===== src/ext_mem_defs.svh =====
`ifndef EXT_MEM_DEFS_SVH
`define EXT_MEM_DEFS_SVH

// One word on every bus
`define EXT_MEM_DATA_W 32

// Byte address on the native ports
`define EXT_MEM_ADDR_W 32

// Byte address towards external memory, upper native bits dropped
`define EXT_MEM_MEM_ADDR_W 16

// Index widths of the two caches
`define EXT_MEM_ICACHE_LINE_W 4
`define EXT_MEM_DCACHE_LINE_W 5

// Hit and miss counter width
`define EXT_MEM_CNT_W 16

`endif

===== src/ext_mem_pkg.sv =====
`include "ext_mem_defs.svh"

package ext_mem_pkg;

   typedef logic [`EXT_MEM_DATA_W-1:0]     data_t;
   typedef logic [`EXT_MEM_ADDR_W-1:0]     addr_t;
   typedef logic [`EXT_MEM_MEM_ADDR_W-1:0] mem_addr_t;
   typedef logic [`EXT_MEM_DATA_W/8-1:0]   strb_t;
   typedef logic [`EXT_MEM_CNT_W-1:0]      cnt_t;

   // Native request, wstrb of zero is a read
   typedef struct packed {
      logic  valid;
      addr_t addr;
      data_t wdata;
      strb_t wstrb;
   } mem_req_t;

   typedef struct packed {
      data_t rdata;
      logic  ready;
   } mem_resp_t;

   typedef struct packed {
      cnt_t hits;
      cnt_t misses;
   } cache_stats_t;

   // AXI4-Lite channels as seen from the master
   typedef struct packed {
      mem_addr_t awaddr;
      logic      awvalid;
      data_t     wdata;
      strb_t     wstrb;
      logic      wvalid;
      logic      bready;
      mem_addr_t araddr;
      logic      arvalid;
      logic      rready;
   } axi_req_t;

   typedef struct packed {
      logic       awready;
      logic       wready;
      logic [1:0] bresp;
      logic       bvalid;
      logic       arready;
      data_t      rdata;
      logic [1:0] rresp;
      logic       rvalid;
   } axi_resp_t;

   typedef enum logic [1:0] {
      CACHE_IDLE,
      CACHE_LOOKUP,
      CACHE_REFILL,
      CACHE_WRITE
   } cache_state_t;

   typedef enum logic [2:0] {
      BR_IDLE,
      BR_WRITE,
      BR_WRESP,
      BR_READ,
      BR_RDATA,
      BR_DONE
   } bridge_state_t;

endpackage


===== src/ext_mem.sv =====
`timescale 1ns/1ps

`include "ext_mem_defs.svh"

module ext_mem
   import ext_mem_pkg::*;
(
   input  logic         clk,
   input  logic         reset,
   input  mem_req_t     i_req,
   output mem_resp_t    i_resp,
   input  mem_req_t     d_req,
   output mem_resp_t    d_resp,
   output cache_stats_t i_stats,
   output cache_stats_t d_stats,
   output axi_req_t     axi_out,
   input  axi_resp_t    axi_in
);

   // Cache back ends, index 0 is data and 1 is instruction
   mem_req_t  [1:0] be_req;
   mem_resp_t [1:0] be_resp;

   // Merged bus into the bridge
   mem_req_t  mem_req;
   mem_resp_t mem_resp;

   l1_cache #(
      .LINE_OFF_W (`EXT_MEM_ICACHE_LINE_W)
   ) icache (
      .clk     (clk),
      .reset   (reset),
      .fe_req  (i_req),
      .fe_resp (i_resp),
      .be_req  (be_req[1]),
      .be_resp (be_resp[1]),
      .stats   (i_stats)
   );

   l1_cache #(
      .LINE_OFF_W (`EXT_MEM_DCACHE_LINE_W)
   ) dcache (
      .clk     (clk),
      .reset   (reset),
      .fe_req  (d_req),
      .fe_resp (d_resp),
      .be_req  (be_req[0]),
      .be_resp (be_resp[0]),
      .stats   (d_stats)
   );

   bus_merge merge_i_d (
      .clk    (clk),
      .reset  (reset),
      .m_req  (be_req),
      .m_resp (be_resp),
      .s_req  (mem_req),
      .s_resp (mem_resp)
   );

   axi_mem_bridge bridge (
      .clk     (clk),
      .reset   (reset),
      .req     (mem_req),
      .resp    (mem_resp),
      .axi_out (axi_out),
      .axi_in  (axi_in)
   );

endmodule


===== src/axi_mem_bridge.sv =====
`timescale 1ns/1ps

`include "ext_mem_defs.svh"

module axi_mem_bridge
   import ext_mem_pkg::*;
(
   input  logic      clk,
   input  logic      reset,
   input  mem_req_t  req,
   output mem_resp_t resp,
   output axi_req_t  axi_out,
   input  axi_resp_t axi_in
);

   bridge_state_t state;
   logic          awvalid_q;
   logic          wvalid_q;
   logic          arvalid_q;
   logic          bready_q;
   logic          rready_q;
   mem_addr_t     addr_q;
   data_t         wdata_q;
   strb_t         wstrb_q;
   data_t         rdata_q;
   logic          aw_done;
   logic          w_done;

   // Each write channel finishes on its own handshake
   assign aw_done = !awvalid_q || axi_in.awready;
   assign w_done  = !wvalid_q || axi_in.wready;

   assign axi_out.awaddr  = addr_q;
   assign axi_out.awvalid = awvalid_q;
   assign axi_out.wdata   = wdata_q;
   assign axi_out.wstrb   = wstrb_q;
   assign axi_out.wvalid  = wvalid_q;
   assign axi_out.bready  = bready_q;
   assign axi_out.araddr  = addr_q;
   assign axi_out.arvalid = arvalid_q;
   assign axi_out.rready  = rready_q;

   assign resp.ready = (state == BR_DONE);
   assign resp.rdata = rdata_q;

   always_ff @(posedge clk) begin
      if (reset) begin
         state     <= BR_IDLE;
         awvalid_q <= 1'b0;
         wvalid_q  <= 1'b0;
         arvalid_q <= 1'b0;
         bready_q  <= 1'b0;
         rready_q  <= 1'b0;
      end else begin
         case (state)
            BR_IDLE: begin
               if (req.valid && (|req.wstrb)) begin
                  awvalid_q <= 1'b1;
                  wvalid_q  <= 1'b1;
                  state     <= BR_WRITE;
               end else if (req.valid) begin
                  arvalid_q <= 1'b1;
                  state     <= BR_READ;
               end
            end
            BR_WRITE: begin
               if (axi_in.awready) awvalid_q <= 1'b0;
               if (axi_in.wready) wvalid_q <= 1'b0;
               if (aw_done && w_done) begin
                  bready_q <= 1'b1;
                  state    <= BR_WRESP;
               end
            end
            // bresp and rresp carry nothing here
            BR_WRESP: begin
               if (axi_in.bvalid) begin
                  bready_q <= 1'b0;
                  state    <= BR_DONE;
               end
            end
            BR_READ: begin
               if (axi_in.arready) begin
                  arvalid_q <= 1'b0;
                  rready_q  <= 1'b1;
                  state     <= BR_RDATA;
               end
            end
            BR_RDATA: begin
               if (axi_in.rvalid) begin
                  rready_q <= 1'b0;
                  state    <= BR_DONE;
               end
            end
            default: state <= BR_IDLE;
         endcase
      end
   end

   // Request payload captured at acceptance, read word on the R handshake
   always_ff @(posedge clk) begin
      if ((state == BR_IDLE) && req.valid) begin
         addr_q  <= req.addr[`EXT_MEM_MEM_ADDR_W-1:0];
         wdata_q <= req.wdata;
         wstrb_q <= req.wstrb;
      end
      if ((state == BR_RDATA) && axi_in.rvalid) begin
         rdata_q <= axi_in.rdata;
      end
   end

endmodule


===== src/bus_merge.sv =====
`timescale 1ns/1ps

`include "ext_mem_defs.svh"

module bus_merge
   import ext_mem_pkg::*;
(
   input  logic            clk,
   input  logic            reset,
   input  mem_req_t  [1:0] m_req,
   output mem_resp_t [1:0] m_resp,
   output mem_req_t        s_req,
   input  mem_resp_t       s_resp
);

   logic locked;
   logic grant_q;
   logic sel;

   // Master 0 wins whenever the bus is free and it is asking
   assign sel   = locked ? grant_q : !m_req[0].valid;
   assign s_req = m_req[sel];

   assign m_resp[0].rdata = s_resp.rdata;
   assign m_resp[0].ready = s_resp.ready && !sel;
   assign m_resp[1].rdata = s_resp.rdata;
   assign m_resp[1].ready = s_resp.ready && sel;

   // Grant held from the first valid cycle until the slave answers
   always_ff @(posedge clk) begin
      if (reset) begin
         locked  <= 1'b0;
         grant_q <= 1'b0;
      end else if (locked) begin
         if (s_resp.ready) begin
            locked <= 1'b0;
         end
      end else if (s_req.valid && !s_resp.ready) begin
         locked  <= 1'b1;
         grant_q <= sel;
      end
   end

endmodule


===== src/l1_cache.sv =====
`timescale 1ns/1ps

`include "ext_mem_defs.svh"

module l1_cache
   import ext_mem_pkg::*;
#(
   parameter int LINE_OFF_W = 4
) (
   input  logic         clk,
   input  logic         reset,
   input  mem_req_t     fe_req,
   output mem_resp_t    fe_resp,
   output mem_req_t     be_req,
   input  mem_resp_t    be_resp,
   output cache_stats_t stats
);

   localparam int BYTE_OFF_W = $clog2(`EXT_MEM_DATA_W / 8);
   localparam int TAG_W      = `EXT_MEM_ADDR_W - LINE_OFF_W - BYTE_OFF_W;
   localparam int N_LINES    = 1 << LINE_OFF_W;

   cache_state_t          state;
   logic [TAG_W-1:0]      tag_arr [N_LINES];
   data_t                 data_arr [N_LINES];
   logic [N_LINES-1:0]    line_valid;
   logic [LINE_OFF_W-1:0] idx;
   logic [TAG_W-1:0]      tag;
   logic                  tag_hit;
   logic                  is_write;
   logic                  done_q;
   cnt_t                  hit_cnt;
   cnt_t                  miss_cnt;

   // Word index and tag straight from the held request
   assign idx      = fe_req.addr[BYTE_OFF_W +: LINE_OFF_W];
   assign tag      = fe_req.addr[`EXT_MEM_ADDR_W-1 -: TAG_W];
   assign tag_hit  = line_valid[idx] && (tag_arr[idx] == tag);
   assign is_write = |fe_req.wstrb;

   // A read hit answers in LOOKUP, everything else one cycle after the back end
   assign fe_resp.ready = done_q || ((state == CACHE_LOOKUP) && !is_write && tag_hit);
   // After a refill the line already holds the fetched word
   assign fe_resp.rdata = data_arr[idx];

   assign be_req.valid = (state == CACHE_REFILL) || (state == CACHE_WRITE);
   assign be_req.addr  = fe_req.addr;
   assign be_req.wdata = fe_req.wdata;
   assign be_req.wstrb = (state == CACHE_WRITE) ? fe_req.wstrb : '0;

   assign stats.hits   = hit_cnt;
   assign stats.misses = miss_cnt;

   always_ff @(posedge clk) begin
      if (reset) begin
         state      <= CACHE_IDLE;
         done_q     <= 1'b0;
         hit_cnt    <= '0;
         miss_cnt   <= '0;
         line_valid <= '0;
      end else begin
         done_q <= 1'b0;
         case (state)
            CACHE_IDLE: begin
               // The master still holds valid while done_q is up
               if (fe_req.valid && !done_q) begin
                  state <= CACHE_LOOKUP;
               end
            end
            CACHE_LOOKUP: begin
               if (is_write) begin
                  state <= CACHE_WRITE;
               end else if (tag_hit) begin
                  state   <= CACHE_IDLE;
                  hit_cnt <= hit_cnt + 1'b1;
               end else begin
                  state    <= CACHE_REFILL;
                  miss_cnt <= miss_cnt + 1'b1;
               end
            end
            CACHE_REFILL: begin
               if (be_resp.ready) begin
                  line_valid[idx] <= 1'b1;
                  done_q          <= 1'b1;
                  state           <= CACHE_IDLE;
               end
            end
            CACHE_WRITE: begin
               if (be_resp.ready) begin
                  done_q <= 1'b1;
                  state  <= CACHE_IDLE;
               end
            end
            default: state <= CACHE_IDLE;
         endcase
      end
   end

   // Tag and data arrays
   always_ff @(posedge clk) begin
      if ((state == CACHE_REFILL) && be_resp.ready) begin
         tag_arr[idx]  <= tag;
         data_arr[idx] <= be_resp.rdata;
      end
      // Write-through, the line is only patched when already present
      if ((state == CACHE_WRITE) && be_resp.ready && tag_hit) begin
         for (int b = 0; b < `EXT_MEM_DATA_W / 8; b++) begin
            if (fe_req.wstrb[b]) begin
               data_arr[idx][8*b +: 8] <= fe_req.wdata[8*b +: 8];
            end
         end
      end
   end

endmodule


===== config.mk =====
export PLATFORM = sky130hd
export DESIGN_NAME = ext_mem
export DESIGN_NICKNAME = d
export VERILOG_FILES = /design/src/ext_mem_pkg.sv /design/src/ext_mem.sv /design/src/axi_mem_bridge.sv /design/src/bus_merge.sv /design/src/l1_cache.sv
export VERILOG_INCLUDE_DIRS = /design/src
export SDC_FILE = /design/constraint.sdc
export NUM_CORES = 2
export LEC_CHECK = 0
export BUFFER_PORTS_ARGS = -buffer_cell sky130_fd_sc_hd__buf_4
export CAP_MARGIN = 15
export CORE_MARGIN = 2
export CORE_UTILIZATION = 64
export CTS_CLUSTER_SIZE = 10
export DETAILED_ROUTE_END_ITERATION = 12
export GPL_ROUTABILITY_DRIVEN = 0
export PLACE_DENSITY_LB_ADDON = 0.12
export RECOVER_POWER = 50
export SLEW_MARGIN = 20
export SYNTH_ARGS = -nofsm -noshare
export SYNTH_HDL_FRONTEND = slang
export SYNTH_SLANG_ARGS = --single-unit

===== constraint.sdc =====
create_clock -name clk -period 17.3 [get_ports clk]
set_input_delay 1.73 -clock clk [delete_from_list [all_inputs] [get_ports clk]]
set_output_delay 1.73 -clock clk [all_outputs]
set_load 0.01 [all_outputs]

==> results.py <==
metrics = {
    "critical_path": {
        "cp_top_family": "buffers and inverters",
        "worst_path_most_repeated_cell": "clkbuf_1",
        "crit_arrival_ps": 10560,
        "critPathCaptureType": "output pin",
        "critPathSlowestCell": "clkbuf_1",
        "worstPathCellList": "clkbuf_1 -> clkbuf_1 -> nor2_1 -> a22o_1 -> a221oi_1 -> xor2_1 -> o211ai_1 -> or4_1 -> nor3_1 -> clkbuf_1 -> a21o_1 -> buf_4",
        "worstRegToRegCells": 6,
        "cp_num_buf_inv": 4,
        "r2r-start": "dcache.state[1]",
        "cp_slowest_stage_delay_ps": 2730,
        "worstReg2RegEnd": "icache.tag_arr[11][22]",
        "cp-start-kind": "input pin",
        "worstSetupPathType": "in2out",
        "cp.required_ps": 15570,
        "path_max_fanout": 37,
        "r2r_setup_slack_ps": 9610,
    },
    "place": {
        "numPortBuffers": 379,
        "post_dp_cell_area_mm2": 0.121,
        "hpwlAfterDp_um": 178000,
    },
    "synthesis": {
        "async_reset_ff_frac": 0,
        "synth-seq-cells": 2964,
        "syn_inst": 6023,
        "synth_top_cell_area_share": 0.736,
        "ys_types": 81,
        "ys.flop_type": "edfxtp_1",
        "synthTopCellsByArea": "edfxtp_1 74%, mux4_2 10%, mux2i_1 4.1%",
        "netlist_area_mm2": 0.116,
        "avgSynthCellArea_um2": 19.2,
        "seq_area_frac_synth": 0.758,
        "yosysTopAreaCell": "edfxtp_1",
        "synth_fp_nets": 6208,
        "synth-edff-count": 2836,
        "ys_warn_count": 0,
    },
    "global_route": {
        "antenna_found_initial": 19,
        "grt_pass1_vias": 61100,
        "grt_pass1_wl_um": 435000,
        "grt_max_degree": 113,
        "grt_usage": 0.334,
        "grt.overflow.total": 0,
    },
    "clock_network": {
        "post_cts_buffers": 0,
        "hold_buffers": 0,
        "cts_num_sinks": 2964,
        "cts_tree": "built",
        "htree_levels": 5,
        "cts_buffers": 347,
        "clockRootBuffer": "clkbuf_16",
        "clk_path_buf_depth": 4,
        "cts_resized": 0,
        "clk_latency_ps": 990,
        "path_clk_slew_ps": 50,
    },
    "status": {
        "violations": "max-capacitance violations, max-slew violations",
        "status": "complete, but fails checks",
    },
    "timing": {
        "tightest_slew_ps": 4860,
        "period_minus_slack_ps": 12290,
        "setup_violations": 0,
        "rsz0062_at_grt": "false",
        "fin_setup_tns_ps": 0,
        "relSlewSlack": -2.24,
        "finClkSkew_ps": 69.2,
        "max_freq_mhz": 81.4,
        "drv_slew": 1764,
        "hold_viol_final": 0,
        "min_period_over_period": 0.710,
    },
    "hold_path": {
        "hp-start": "dcache.line_valid[13]",
        "hold_path_end": "dcache.line_valid[13]",
        "hold_class": "reg2reg",
        "min_path_cells": 2,
    },
    "die": {
        "die_x_um": 429,
        "die_h_um": 429,
        "fp.dieArea_mm2": 0.184,
        "start_util": 0.643,
        "num_io_pins": 384,
        "core_region_area_mm2": 0.180,
        "num_rows": 156,
    },
    "power": {
        "peakVddDrop_mv": 0.0952,
        "cellPowerDensity_mw_per_mm2": 116,
        "power_leakage_nw": 41.7,
    },
    "finish": {
        "fin_area_mm2": 0.129,
        "multiInputGateArea_mm2": 0.0267,
        "nets": 6681,
        "syn2layout_area_growth_pct": 11.8,
        "fillCellCount": 10900,
        "postLayoutCoreUtil": 0.719,
        "area.sequential_mm2": 0.0877,
        "drive_gt1_frac": 0.192,
    },
    "route": {
        "ant_nets": 0,
        "dr_total_vias": 62100,
        "viasPerCell": 6.93,
        "drc_errors": 0,
        "drt-total-wl_um": 307000,
        "drt_iter0_drc": 8611,
        "first_pass_iters": 5,
        "post_drt_wl_per_cell_um": 34.3,
    },
    "flow_run": {
        "maxCapViolCount": 56,
    },
}
-- worst min-delay path, cell delays in order (launching register included) --
cell     delay, ps
dfxtp_1        320
nor2_1          50
nor2_1          70
-- how the worst max path moves through the flow --
stage	startpoint	to	slack, ps	cells past startpoint
6_report	i_req[41]	i_resp[0]	5010	12
5_1_grt	i_req[41]	i_resp[0]	4510	12
2_1_floorplan	i_req[38]	i_resp[10]	10590	10
4_1_cts	d_req[38]	d_resp[0]	7600	12
3_3_place_gp	d_req[38]	d_resp[0]	7710	12
3_5_place_dp	d_req[38]	d_resp[0]	7630	12
-- cell families (layout without fill, tap and decap cells) --
logic type,after synthesis,in the layout,share of synthesized area
flops,2964,2964,0.758
buf+inv,389,959,0.0156
mux,1081,1081,0.150
xor+xnor,27,27,0.00204
compound gates,528,528,0.0307
fa+ha+maj,4,4,0.000432
simple gates,1030,1030,0.0435
other cells,0,10,0
-- through the flow --
step	hold slack, ps	std cells	power [W]	worst slack, ps
after global routing	499	8968	0.0153	4510
after global placement	444	8517	0.00889	7710
final	470	8973	0.0150	5010
after detailed placement	454	8517	0.00891	7630
after floorplan	435	6023	0.00854	10590
after CTS	472	8963	0.0150	7600
-- cells in the mapped netlist, types with 40 or more instances --
cell,number
nor2b_1,48
and3_1,48
nand4_1,61
dfxtp_1,128
o22ai_1,205
nor4_1,65
nor2_1,397
mux4_2,513
clkbuf_1,186
a21oi_1,57
buf_1,40
nand2_1,233
mux2_2,90
buf_2,83
edfxtp_1,2836
a22oi_1,155
mux2i_1,470
-- sequential cells by signal, summed over array words and instances (netlist names), 2 cells and up --
register and cells:
icache.miss_cnt 16, icache.data_arr 512, bridge.wdata_q 32, icache.state 2
icache.line_valid 16, dcache.data_arr 1024, bridge.addr_q 16, bridge.wstrb_q 4
dcache.line_valid 32, bridge.state 3, dcache.hit_cnt 16, bridge.rdata_q 32
dcache.miss_cnt 16, dcache.state 2, icache.hit_cnt 16, icache.tag_arr 416
dcache.tag_arr 800
-- where the power goes --
part | switching (W) | internal (W) | leakage (nW) | total, W
combinational | 0.000526 | 0.000281 | 10.7 | 0.000807
clock | 0.00260 | 0.00363 | 4.47 | 0.00623
sequential | 0.0000411 | 0.00790 | 26.5 | 0.00794
-- layer usage --
layer	GRT usage	part of all wire	up-vias
met2	0.513	0.47	3680
met4	0.164	0.056	20
li1	-	-	25400
met5	0	0.00046	-
met1	0.462	0.37	32300
met3	0.0704	0.10	766
-- layout make-up --
cell class,count,share of cell area
sequential,2964,0.678
tap,2370,0.0229
multi-input combinational,2670,0.206
antenna,10,0.000193
clock buffer,436,0.0705
timing repair buffer,483,0.0209
inverter,30,0.000870
clock inverter,10,0.000541
-- cells in the final DEF (no fill, tap or decap), types with 63 or more instances in the layout --
cell type and n:
o22ai_1 205, mux2_2 66, clkbuf_16 352, nor2_1 348, mux2i_1 470, mux4_2 513
buf_4 197, clkbuf_1 339, nand2_1 233, nor4_1 63, edfxtp_1 2836, dfxtp_1 128
a22oi_1 155
(Power assumes the default switching activity.)
